<file path="src/rv_pipeline_defs.svh">
`ifndef RV_PIPELINE_DEFS_SVH
`define RV_PIPELINE_DEFS_SVH

////////////////////////////////////////////////////////////////////////////
// Core widths
////////////////////////////////////////////////////////////////////////////

`define XLEN       32           // Data and address width
`define REG_COUNT  32           // Architectural registers
`define REG_IDX_W  5            // Register index width

////////////////////////////////////////////////////////////////////////////
// Fixed encodings
////////////////////////////////////////////////////////////////////////////

// ADDI x0, x0, 0
`define NOP_INST   32'h0000_0013

`define ZERO_REG   5'd0         // x0, hardwired zero
`define RESET_PC   32'h0000_0000 // First fetch address

`endif

</file>
<file path="src/rv_pipeline_pkg.sv">
`default_nettype none

`include "rv_pipeline_defs.svh"

package rv_pipeline_pkg;

    // RV32I major opcodes in use
    typedef enum logic [6:0] {
        OPC_OP     = 7'b0110011,
        OPC_OP_IMM = 7'b0010011,
        OPC_LOAD   = 7'b0000011,
        OPC_STORE  = 7'b0100011,
        OPC_BRANCH = 7'b1100011,
        OPC_SYSTEM = 7'b1110011
    } opcode_e;

    typedef enum logic [2:0] {
        ALU_ADD, ALU_SUB, ALU_AND, ALU_OR, ALU_XOR, ALU_SLT
    } alu_op_e;

    // Unified memory port command
    typedef enum logic [1:0] {
        BUS_NONE  = 2'd0,
        BUS_LOAD  = 2'd1,
        BUS_STORE = 2'd2
    } bus_cmd_e;

    ////////////////////////////////////////////////////////////////////////////
    // Stage packets
    ////////////////////////////////////////////////////////////////////////////

    typedef struct packed {
        logic [31:0]       inst;
        logic [`XLEN-1:0]  pc;
        logic              valid;
    } fetch_pkt_t;

    typedef struct packed {
        logic [`XLEN-1:0]      pc;
        logic [`XLEN-1:0]      rs1_val;  // Already forwarded
        logic [`XLEN-1:0]      rs2_val;
        logic [`XLEN-1:0]      imm;
        logic [`REG_IDX_W-1:0] rd;
        alu_op_e               alu_op;
        logic                  use_imm;  // Operand b from imm
        logic                  is_load;
        logic                  is_store;
        logic                  br_eq;
        logic                  br_ne;
        logic                  halt;     // ECALL
        logic                  wr_reg;   // Never set for x0
        logic                  valid;
    } decode_pkt_t;

    typedef struct packed {
        logic [`XLEN-1:0]      pc;
        logic [`XLEN-1:0]      result;     // ALU result or load/store address
        logic [`XLEN-1:0]      store_data;
        logic [`REG_IDX_W-1:0] rd;
        logic                  is_load;
        logic                  is_store;
        logic                  halt;
        logic                  wr_reg;
        logic                  valid;
        logic                  br_taken;
        logic [`XLEN-1:0]      br_target;
    } exec_pkt_t;

    // Bypass source into decode
    typedef struct packed {
        logic                  valid;
        logic [`REG_IDX_W-1:0] rd;
        logic [`XLEN-1:0]      value;
        logic                  is_load;
    } fwd_t;

    typedef struct packed {
        logic             taken;
        logic [`XLEN-1:0] target;
    } redirect_t;

    // Retired instruction, also the register file write
    typedef struct packed {
        logic                  valid;
        logic [`XLEN-1:0]      pc;
        logic                  wr_en;
        logic [`REG_IDX_W-1:0] wr_idx;
        logic [`XLEN-1:0]      wr_data;
    } commit_t;

endpackage

`default_nettype wire

</file>
<file path="src/fetch_stage.sv">
`timescale 1ns/1ps
`default_nettype none

`include "rv_pipeline_defs.svh"

module fetch_stage import rv_pipeline_pkg::*; (
    input  logic             clock,
    input  logic             reset,
    input  logic             ready,      // Decode takes the slot
    input  logic             bus_grant,  // Memory stage leaves the port free
    input  redirect_t        redirect,
    input  logic [`XLEN-1:0] mem_rdata,
    output logic [`XLEN-1:0] fetch_addr,
    output fetch_pkt_t       fetch_out
);

    logic [`XLEN-1:0] pc;
    logic             slot_open;

    // Slot empty, or its packet leaves this edge
    assign slot_open  = !fetch_out.valid || ready;
    assign fetch_addr = pc; // Offered every cycle, used only when granted

    ////////////////////////////////////////////////////////////////////////////
    // PC and instruction slot
    ////////////////////////////////////////////////////////////////////////////

    always_ff @(posedge clock) begin
        if (reset) begin
            pc              <= `RESET_PC;
            fetch_out.valid <= 1'b0;
        end else if (redirect.taken) begin
            pc              <= redirect.target; // Squash whatever was in flight
            fetch_out.valid <= 1'b0;
        end else if (slot_open) begin
            if (bus_grant) begin
                fetch_out.inst  <= mem_rdata; // Same-cycle read
                fetch_out.pc    <= pc;
                fetch_out.valid <= 1'b1;
                pc              <= pc + `XLEN'd4;
            end else begin
                fetch_out.valid <= 1'b0; // Port taken by a load or store
            end
        end
        // Otherwise hold packet and pc for decode
    end

endmodule

`default_nettype wire

</file>
<file path="src/register_file.sv">
`timescale 1ns/1ps
`default_nettype none

`include "rv_pipeline_defs.svh"

module register_file (
    input  logic                  clock,
    input  logic                  reset,
    input  logic [`REG_IDX_W-1:0] rs1_idx,
    input  logic [`REG_IDX_W-1:0] rs2_idx,
    input  logic                  wr_en,
    input  logic [`REG_IDX_W-1:0] wr_idx,
    input  logic [`XLEN-1:0]      wr_data,
    output logic [`XLEN-1:0]      rs1_data,
    output logic [`XLEN-1:0]      rs2_data
);

    logic [`XLEN-1:0] regs [`REG_COUNT];
    logic             write;

    assign write = wr_en && !reset && (wr_idx != `ZERO_REG);

    always_ff @(posedge clock) begin
        if (write) regs[wr_idx] <= wr_data;
    end

    // x0 reads zero, same-cycle write wins over the array
    assign rs1_data = (rs1_idx == `ZERO_REG)            ? '0      :
                      (write && (wr_idx == rs1_idx))    ? wr_data : regs[rs1_idx];
    assign rs2_data = (rs2_idx == `ZERO_REG)            ? '0      :
                      (write && (wr_idx == rs2_idx))    ? wr_data : regs[rs2_idx];

endmodule

`default_nettype wire

</file>
<file path="src/decode_stage.sv">
`timescale 1ns/1ps
`default_nettype none

`include "rv_pipeline_defs.svh"

module decode_stage import rv_pipeline_pkg::*; (
    input  logic        clock,
    input  logic        reset,
    input  fetch_pkt_t  fetch_in,
    output logic        ready,
    input  fwd_t        ex_fwd,     // Instruction one ahead
    input  fwd_t        mem_fwd,    // Instruction two ahead
    input  redirect_t   redirect,
    input  commit_t     wb_commit,  // Register file write
    output decode_pkt_t decode_out
);

    logic [31:0]           inst;
    opcode_e               opcode;
    logic [2:0]            funct3;
    logic [`REG_IDX_W-1:0] rs1, rs2, rd;
    logic [`XLEN-1:0]      rf_rs1, rf_rs2;
    logic                  use_rs1, use_rs2;
    logic                  load_use;
    decode_pkt_t           dec;

    assign inst   = fetch_in.inst;
    assign opcode = opcode_e'(inst[6:0]);
    assign funct3 = inst[14:12];
    assign rs1    = inst[19:15];
    assign rs2    = inst[24:20];
    assign rd     = inst[11:7];

    register_file u_regfile (
        .clock    (clock),
        .reset    (reset),
        .rs1_idx  (rs1),
        .rs2_idx  (rs2),
        .wr_en    (wb_commit.valid && wb_commit.wr_en),
        .wr_idx   (wb_commit.wr_idx),
        .wr_data  (wb_commit.wr_data),
        .rs1_data (rf_rs1),
        .rs2_data (rf_rs2)
    );

    // Nearer producer first, x0 never forwarded
    function automatic logic [`XLEN-1:0] pick(input logic [`REG_IDX_W-1:0] idx,
                                              input logic [`XLEN-1:0]      rf_val);
        if (idx == `ZERO_REG) return '0;
        if (ex_fwd.valid && (ex_fwd.rd == idx)) return ex_fwd.value;
        if (mem_fwd.valid && (mem_fwd.rd == idx)) return mem_fwd.value;
        return rf_val;
    endfunction

    ////////////////////////////////////////////////////////////////////////////
    // Decoder
    ////////////////////////////////////////////////////////////////////////////

    always_comb begin
        dec        = '0;
        dec.pc     = fetch_in.pc;
        dec.rd     = rd;
        dec.alu_op = ALU_ADD; // Address math for loads and stores
        use_rs1    = 1'b0;
        use_rs2    = 1'b0;
        case (opcode)
            OPC_OP: begin
                use_rs1    = 1'b1;
                use_rs2    = 1'b1;
                dec.wr_reg = 1'b1;
                case (funct3)
                    3'b000:  dec.alu_op = inst[30] ? ALU_SUB : ALU_ADD;
                    3'b010:  dec.alu_op = ALU_SLT;
                    3'b100:  dec.alu_op = ALU_XOR;
                    3'b110:  dec.alu_op = ALU_OR;
                    3'b111:  dec.alu_op = ALU_AND;
                    default: dec.alu_op = ALU_ADD;
                endcase
            end
            OPC_OP_IMM, OPC_LOAD: begin // ADDI and LW share the I immediate
                use_rs1     = 1'b1;
                dec.use_imm = 1'b1;
                dec.imm     = {{20{inst[31]}}, inst[31:20]};
                dec.is_load = (opcode == OPC_LOAD);
                dec.wr_reg  = 1'b1;
            end
            OPC_STORE: begin
                use_rs1      = 1'b1;
                use_rs2      = 1'b1; // Store data
                dec.use_imm  = 1'b1;
                dec.imm      = {{20{inst[31]}}, inst[31:25], inst[11:7]};
                dec.is_store = 1'b1;
            end
            OPC_BRANCH: begin
                use_rs1   = 1'b1;
                use_rs2   = 1'b1;
                dec.imm   = {{19{inst[31]}}, inst[31], inst[7], inst[30:25], inst[11:8], 1'b0};
                dec.br_eq = (funct3 == 3'b000);
                dec.br_ne = (funct3 == 3'b001);
            end
            OPC_SYSTEM: dec.halt = 1'b1;
            default: ; // Unsupported, passes as a bubble-like no-op
        endcase
        if (rd == `ZERO_REG) dec.wr_reg = 1'b0; // x0 writes dropped here
        dec.rs1_val = pick(rs1, rf_rs1);
        dec.rs2_val = pick(rs2, rf_rs2);
        dec.valid   = fetch_in.valid && !load_use && !redirect.taken;
    end

    // Load in execute feeding this instruction, value not ready yet
    assign load_use = fetch_in.valid && ex_fwd.valid && ex_fwd.is_load &&
                      ((use_rs1 && (ex_fwd.rd == rs1)) || (use_rs2 && (ex_fwd.rd == rs2)));
    assign ready    = !load_use;

    always_ff @(posedge clock) begin
        if (reset) decode_out.valid <= 1'b0;
        else       decode_out       <= dec; // Bubble when valid is low
    end

endmodule

`default_nettype wire

</file>
<file path="src/execute_stage.sv">
`timescale 1ns/1ps
`default_nettype none

`include "rv_pipeline_defs.svh"

module execute_stage import rv_pipeline_pkg::*; (
    input  logic        clock,
    input  logic        reset,
    input  decode_pkt_t decode_in,
    output fwd_t        ex_fwd,
    output exec_pkt_t   exec_out,
    output redirect_t   redirect
);

    logic [`XLEN-1:0] op_b;
    logic [`XLEN-1:0] alu_result;
    logic             equal;
    logic             taken;
    exec_pkt_t        ex_next;

    ////////////////////////////////////////////////////////////////////////////
    // ALU and branch compare
    ////////////////////////////////////////////////////////////////////////////

    assign op_b = decode_in.use_imm ? decode_in.imm : decode_in.rs2_val;

    always_comb begin
        case (decode_in.alu_op)
            ALU_SUB: alu_result = decode_in.rs1_val - op_b;
            ALU_AND: alu_result = decode_in.rs1_val & op_b;
            ALU_OR:  alu_result = decode_in.rs1_val | op_b;
            ALU_XOR: alu_result = decode_in.rs1_val ^ op_b;
            ALU_SLT: alu_result = {{(`XLEN-1){1'b0}},
                                   ($signed(decode_in.rs1_val) < $signed(op_b))};
            default: alu_result = decode_in.rs1_val + op_b; // Also load/store address
        endcase
    end

    assign equal = (decode_in.rs1_val == decode_in.rs2_val);
    assign taken = decode_in.valid && ((decode_in.br_eq && equal) || (decode_in.br_ne && !equal));

    // Result one stage early, address only for a load
    assign ex_fwd.valid   = decode_in.valid && decode_in.wr_reg;
    assign ex_fwd.rd      = decode_in.rd;
    assign ex_fwd.value   = alu_result;
    assign ex_fwd.is_load = decode_in.is_load;

    always_comb begin
        ex_next            = '0;
        ex_next.pc         = decode_in.pc;
        ex_next.result     = alu_result;
        ex_next.store_data = decode_in.rs2_val;
        ex_next.rd         = decode_in.rd;
        ex_next.is_load    = decode_in.is_load;
        ex_next.is_store   = decode_in.is_store;
        ex_next.halt       = decode_in.halt;
        ex_next.wr_reg     = decode_in.wr_reg;
        ex_next.br_target  = decode_in.pc + decode_in.imm;
        // Our own taken branch squashes the instruction behind it
        ex_next.valid      = decode_in.valid && !redirect.taken;
        ex_next.br_taken   = taken && !redirect.taken;
    end

    always_ff @(posedge clock) begin
        if (reset) begin
            exec_out.valid    <= 1'b0;
            exec_out.br_taken <= 1'b0;
        end else begin
            exec_out <= ex_next;
        end
    end

    // Redirect from the register, seen by fetch, decode and here
    assign redirect.taken  = exec_out.valid && exec_out.br_taken;
    assign redirect.target = exec_out.br_target;

endmodule

`default_nettype wire

</file>
<file path="src/memory_stage.sv">
`timescale 1ns/1ps
`default_nettype none

`include "rv_pipeline_defs.svh"

module memory_stage import rv_pipeline_pkg::*; (
    input  logic             clock,
    input  logic             reset,
    input  exec_pkt_t        exec_in,
    input  logic [`XLEN-1:0] fetch_addr,
    input  logic [`XLEN-1:0] mem_rdata,
    output bus_cmd_e         mem_cmd,
    output logic [`XLEN-1:0] mem_addr,
    output logic [`XLEN-1:0] mem_wdata,
    output logic             bus_grant,  // Port free for fetch
    output fwd_t             mem_fwd,
    output commit_t          commit,     // Writeback register
    output logic             halted
);

    logic             live;     // Valid and not past the halt
    logic             data_op;
    logic [`XLEN-1:0] wb_value;

    assign live    = exec_in.valid && !halted;
    assign data_op = live && (exec_in.is_load || exec_in.is_store);

    ////////////////////////////////////////////////////////////////////////////
    // Port arbitration, data access beats fetch
    ////////////////////////////////////////////////////////////////////////////

    always_comb begin
        if (data_op) begin
            mem_cmd  = exec_in.is_store ? BUS_STORE : BUS_LOAD;
            mem_addr = exec_in.result;
        end else begin
            mem_cmd  = BUS_LOAD; // Instruction fetch
            mem_addr = fetch_addr;
        end
    end

    assign mem_wdata = exec_in.store_data;
    assign bus_grant = !data_op;

    // Load data arrives this cycle
    assign wb_value = exec_in.is_load ? mem_rdata : exec_in.result;

    assign mem_fwd.valid   = exec_in.valid && exec_in.wr_reg;
    assign mem_fwd.rd      = exec_in.rd;
    assign mem_fwd.value   = wb_value;
    assign mem_fwd.is_load = exec_in.is_load;

    always_ff @(posedge clock) begin
        if (reset) begin
            commit.valid <= 1'b0;
            commit.wr_en <= 1'b0;
            halted       <= 1'b0;
        end else begin
            commit.valid   <= live; // Nothing retires after the halt
            commit.pc      <= exec_in.pc;
            commit.wr_en   <= live && exec_in.wr_reg;
            commit.wr_idx  <= exec_in.rd;
            commit.wr_data <= wb_value;
            if (live && exec_in.halt) halted <= 1'b1; // Sticky
        end
    end

endmodule

`default_nettype wire

</file>
<file path="src/rv_pipeline.sv">
`timescale 1ns/1ps
`default_nettype none

`include "rv_pipeline_defs.svh"

module rv_pipeline import rv_pipeline_pkg::*; (
    input  logic             clock,
    input  logic             reset,
    input  logic [`XLEN-1:0] mem_rdata,
    output bus_cmd_e         mem_cmd,
    output logic [`XLEN-1:0] mem_addr,
    output logic [`XLEN-1:0] mem_wdata,
    output commit_t          commit,
    output logic             halted
);

    fetch_pkt_t       fetch_pkt;
    logic             dec_ready;
    logic             bus_grant;
    logic [`XLEN-1:0] fetch_addr;
    redirect_t        redirect;
    fwd_t             ex_fwd, mem_fwd;
    decode_pkt_t      decode_pkt;
    exec_pkt_t        exec_pkt;

    ////////////////////////////////////////////////////////////////////////////
    // Stages
    ////////////////////////////////////////////////////////////////////////////

    fetch_stage u_fetch (
        .clock      (clock),
        .reset      (reset),
        .ready      (dec_ready),
        .bus_grant  (bus_grant),
        .redirect   (redirect),
        .mem_rdata  (mem_rdata),
        .fetch_addr (fetch_addr),
        .fetch_out  (fetch_pkt)
    );

    decode_stage u_decode (
        .clock      (clock),
        .reset      (reset),
        .fetch_in   (fetch_pkt),
        .ready      (dec_ready),
        .ex_fwd     (ex_fwd),
        .mem_fwd    (mem_fwd),
        .redirect   (redirect),
        .wb_commit  (commit),     // Commit doubles as writeback
        .decode_out (decode_pkt)
    );

    execute_stage u_execute (
        .clock     (clock),
        .reset     (reset),
        .decode_in (decode_pkt),
        .ex_fwd    (ex_fwd),
        .exec_out  (exec_pkt),
        .redirect  (redirect)
    );

    memory_stage u_memory (
        .clock      (clock),
        .reset      (reset),
        .exec_in    (exec_pkt),
        .fetch_addr (fetch_addr),
        .mem_rdata  (mem_rdata),
        .mem_cmd    (mem_cmd),
        .mem_addr   (mem_addr),
        .mem_wdata  (mem_wdata),
        .bus_grant  (bus_grant),
        .mem_fwd    (mem_fwd),
        .commit     (commit),
        .halted     (halted)
    );

endmodule

`default_nettype wire

</file>
<file path="config.mk">
export PLATFORM = sky130hd
export DESIGN_NAME = rv_pipeline
export DESIGN_NICKNAME = d
export VERILOG_FILES = /design/src/rv_pipeline_pkg.sv /design/src/fetch_stage.sv /design/src/register_file.sv /design/src/decode_stage.sv /design/src/execute_stage.sv /design/src/memory_stage.sv /design/src/rv_pipeline.sv
export VERILOG_INCLUDE_DIRS = /design/src
export SDC_FILE = /design/constraint.sdc
export NUM_CORES = 2
export LEC_CHECK = 0
export BUFFER_PORTS_ARGS = -buffer_cell sky130_fd_sc_hd__buf_2
export CORE_ASPECT_RATIO = 1.2
export CORE_MARGIN = 1
export CORE_UTILIZATION = 55
export CTS_BUF_LIST = sky130_fd_sc_hd__clkbuf_8 sky130_fd_sc_hd__clkbuf_16
export DETAILED_ROUTE_END_ITERATION = 12
export PLACE_DENSITY = 0.71
export SYNTH_ARGS = -nofsm -noshare
export SYNTH_HDL_FRONTEND = slang
export SYNTH_SLANG_ARGS = --single-unit
export TNS_END_PERCENT = 20
</file>
<file path="constraint.sdc">
create_clock -name clock -period 8.5 [get_ports clock]
set_input_delay 1.7 -clock clock [delete_from_list [all_inputs] [get_ports clock]]
set_output_delay 1.7 -clock clock [all_outputs]
set_load 0.1 [all_outputs]
</file>
==> results.tsv <==
stage	metric	value	unit
cts	cts-root-buf	clkbuf_16	
synth	ys_ff_latch	1467	
timing	setup_violations	0	
synth	synth_top_area_share	0.588	
route	initialDrtViolationCount	6029	
cts	cts-buffers-inserted	146	
timing	drv_slew	0	
timing	worst_pin_slew	1240	ps
critical_path	crit_arrival	3560	ps
timing	finalHoldViolations	0	
critical_path	r2r-end	u_decode.decode_out[75]	
cts	cts_tree	yes	
power_and_ir_drop	ir_drop	0.000205	V
route	first_pass_iters	6	
floorplanning	die_area	0.133	mm^2
cts	hold_buffers	0	
route	highest-signal-layer	met5	
timing	grt_setup_unrepaired	false	
status	status	finished, final reports clean	
power_and_ir_drop	leakage	27.4	nW
placement	gp_congestion	0.983	
synth	synth_top_cells_by_count	edfxtp_1 (1418), mux4_2 (636), nor2_1 (307)	
grt	antenna_found_initial	7	
timing	whs	408	ps
timing	period_minus_slack	5260	ps
grt	grt_pass1_vias	42660	
cts	clock_path_buffers	3	
floorplanning	io_pins	172	
synth	synth_area_per_cell	16.4	um^2
route	routedWlPerCell	33.0	um
critical_path	cp_data_required_time	6800	ps
route	drc	0	
timing	finalCritPeriodShare	0.618	
critical_path	crit_fanout	34	
final_layout	areaGrowthSynthToFinish	10.6	%
critical_path	start_kind	flop	
route	ant_nets	0	
grt	grt_pass1_wl	302000	um
placement	dp_hpwl	136000	um
floorplanning	die_h	400	um
critical_path	cpMaxStageDelayCell	nor2_2	
job	cap_violations	0	
grt	gr-total-overflow	0	
timing	fmax	190	MHz
floorplanning	core.rowCount	145	
final_layout	layout-drive-gt1-share	0.269	
cts	path_clk_slew	60	ps
cts	cts_resized	0	
synth	synth-main-ff-cell	edfxtp_1	
floorplanning	core	0.130	mm^2
power_and_ir_drop	power_per_cell_area	227	mW/mm^2
placement	dpl.cell_count	6108	
grt	grt_usage	0.318	
synth	yosys.area.top_type	edfxtp_1	
timing	skew	34.5	ps
route	wl_met2	101000	um
placement	port_buffers	171	
critical_path	r2r_cells	13	
timing	max_slew_margin	0.149	
power_and_ir_drop	fin_total_pwr	18.2	mW
route	vias	43833	
final_layout	final_nets	4751	
critical_path	crit_path_start	u_execute.exec_out[37]	
cts	clk-insertion-delay-late	800	ps
critical_path	r2r-start	u_decode.decode_out[46]	
synth	yosysUniqueCellTypes	90	
synth	syn_area	0.0724	mm^2
critical_path	crit_chain	buf_4, nor2_1, nor2_2, buf_4, mux2_2, buf_2	
min_path	hold_path.class	reg2reg	
critical_path	cp-end-kind	output pin	
final_layout	n_fill_cell	9287	
critical_path	crit_path_max_incr_delay	670	ps
synth	syn_inst	4410	
critical_path	critical_path_class	reg2out	
timing	tns	0	ps
critical_path	r2r_setup_slack	3470	ps
route	vias_per_cell	6.88	
critical_path	crit_end	mem_addr[0]	
synth	synth-edff-count	1418	
floorplanning	start_util	0.555	
route	met3_length	19700	um
route	wl_met1	77700	um
route	drt_wl_total	210000	um
critical_path	cp_common_cell	buf_4	
synth	synth.most_common_cell	edfxtp_1	
grt	grt_max_degree	139	
synth	yosysWarnings	0	
cts	cts_setup_buffers	0	
cts	cts.sinks	1467	
synth	synthTopCellsByArea	edfxtp_1 (59%), mux4_2 (20%), ha_1 (2.6%), mux2i_1 (1.6%), nor2_1 (1.6%)	
final_layout	fin_cells	6369	
floorplanning	fp.dieW	333	um
synth	ys_seq_area_frac	0.601	
cts	h-tree-depth	4	
synth	async_reset_ff_frac	0	
[power breakdown]
part | internal, mW | leakage (nW) | total (mW) | switching [mW]
Combinational | 1.16 | 11.5 | 3.15 | 1.99
Clock | 3.64 | 2.41 | 6.42 | 2.78
Sequential | 8.26 | 13.5 | 8.60 | 0.331
Total | 13.1 | 27.4 | 18.2 | 5.11
[layout by cell type (no fill, tap or decap), types with 33 or more instances in the layout]
cell,netlist,layout
dfxtp_1,49,39
clkbuf_16,0,150
mux4_2,636,636
nand2_1,115,114
inv_1,175,202
nand3_1,38,38
edfxtp_1,1418,1418
xnor2_1,80,80
o21ai_0,115,115
ha_1,148,148
buf_4,34,109
a21oi_1,228,228
nor3_1,43,43
nor2_1,307,271
mux2_2,40,40
a21o_1,35,35
nor2b_1,33,33
a211oi_1,104,104
buf_2,55,171
xor2_1,72,72
mux2i_1,118,118
[worst max-delay path: cells and delay by family (launching register included)]
family / cells / cell delay, ps
buffers and inverters: 3 / 1230
and+or+nand+nor: 2 / 800
muxes: 1 / 410
DFF: 1 / 320
[cell families (layout without fill, tap and decap cells)]
family / Yosys count / count (layout) / share of synthesized area
fa+ha+maj: 151 / 151 / 0.0264
mux: 794 / 794 / 0.220
buf+inv: 487 / 724 / 0.0280
compound gates: 686 / 686 / 0.0614
simple gates: 670 / 670 / 0.0436
flops: 1467 / 1467 / 0.601
other cells: 1 / 33 / 0.0000518
xor+xnor: 154 / 154 / 0.0188
[flip-flops by register name (all words and copies together) (netlist names), named ones only]
register	flops
u_memory.halted	1
u_decode.u_regfile.regs	1024
u_fetch.fetch_addr	32
u_memory.commit	71
u_fetch.fetch_out	65
u_decode.decode_out	125
u_execute.exec_out	139
[per-layer routing]
metal	track usage	vias up
li1	-	18104
met1	0.419	22656
met2	0.505	2588
met3	0.0622	479
met4	0.168	6
met5	0	-
[area by class of cell]
type	instances	area (um^2)	area share
diodes	1	2.50	0.0000312
clock buffers	150	3750	0.0468
clock inverters	110	953	0.0119
inverters	177	672	0.00838
multi-input cells	2487	27200	0.340
flip-flops and latches	1467	43600	0.544
well taps	1690	2110	0.0264
repair buffers	287	1810	0.0226
[how the worst min path moves through the flow]
stage	cells past startpoint	start	end	slack, ps
2_1_floorplan	0	u_fetch.fetch_out[1]	u_decode.decode_out[112]	400
3_3_place_gp	0	u_fetch.fetch_out[10]	u_decode.decode_out[121]	400
3_5_place_dp	0	u_fetch.fetch_out[9]	u_decode.decode_out[120]	400
4_1_cts	0	u_decode.decode_out[2]	u_execute.exec_out[35]	400
5_1_grt	0	u_decode.decode_out[2]	u_execute.exec_out[35]	410
6_report	0	u_decode.decode_out[2]	u_execute.exec_out[35]	410
[through the flow]
step	cell area, um^2	worst slack, ps	utilization
6_report	80100	3240	0.614
5_1_grt	80100	3070	0.614
4_1_cts	80100	3230	0.614
3_5_place_dp	75400	2700	0.578
3_3_place_gp	75400	2820	0.578
2_1_floorplan	72600	565	-
(Power assumes the default switching activity.)
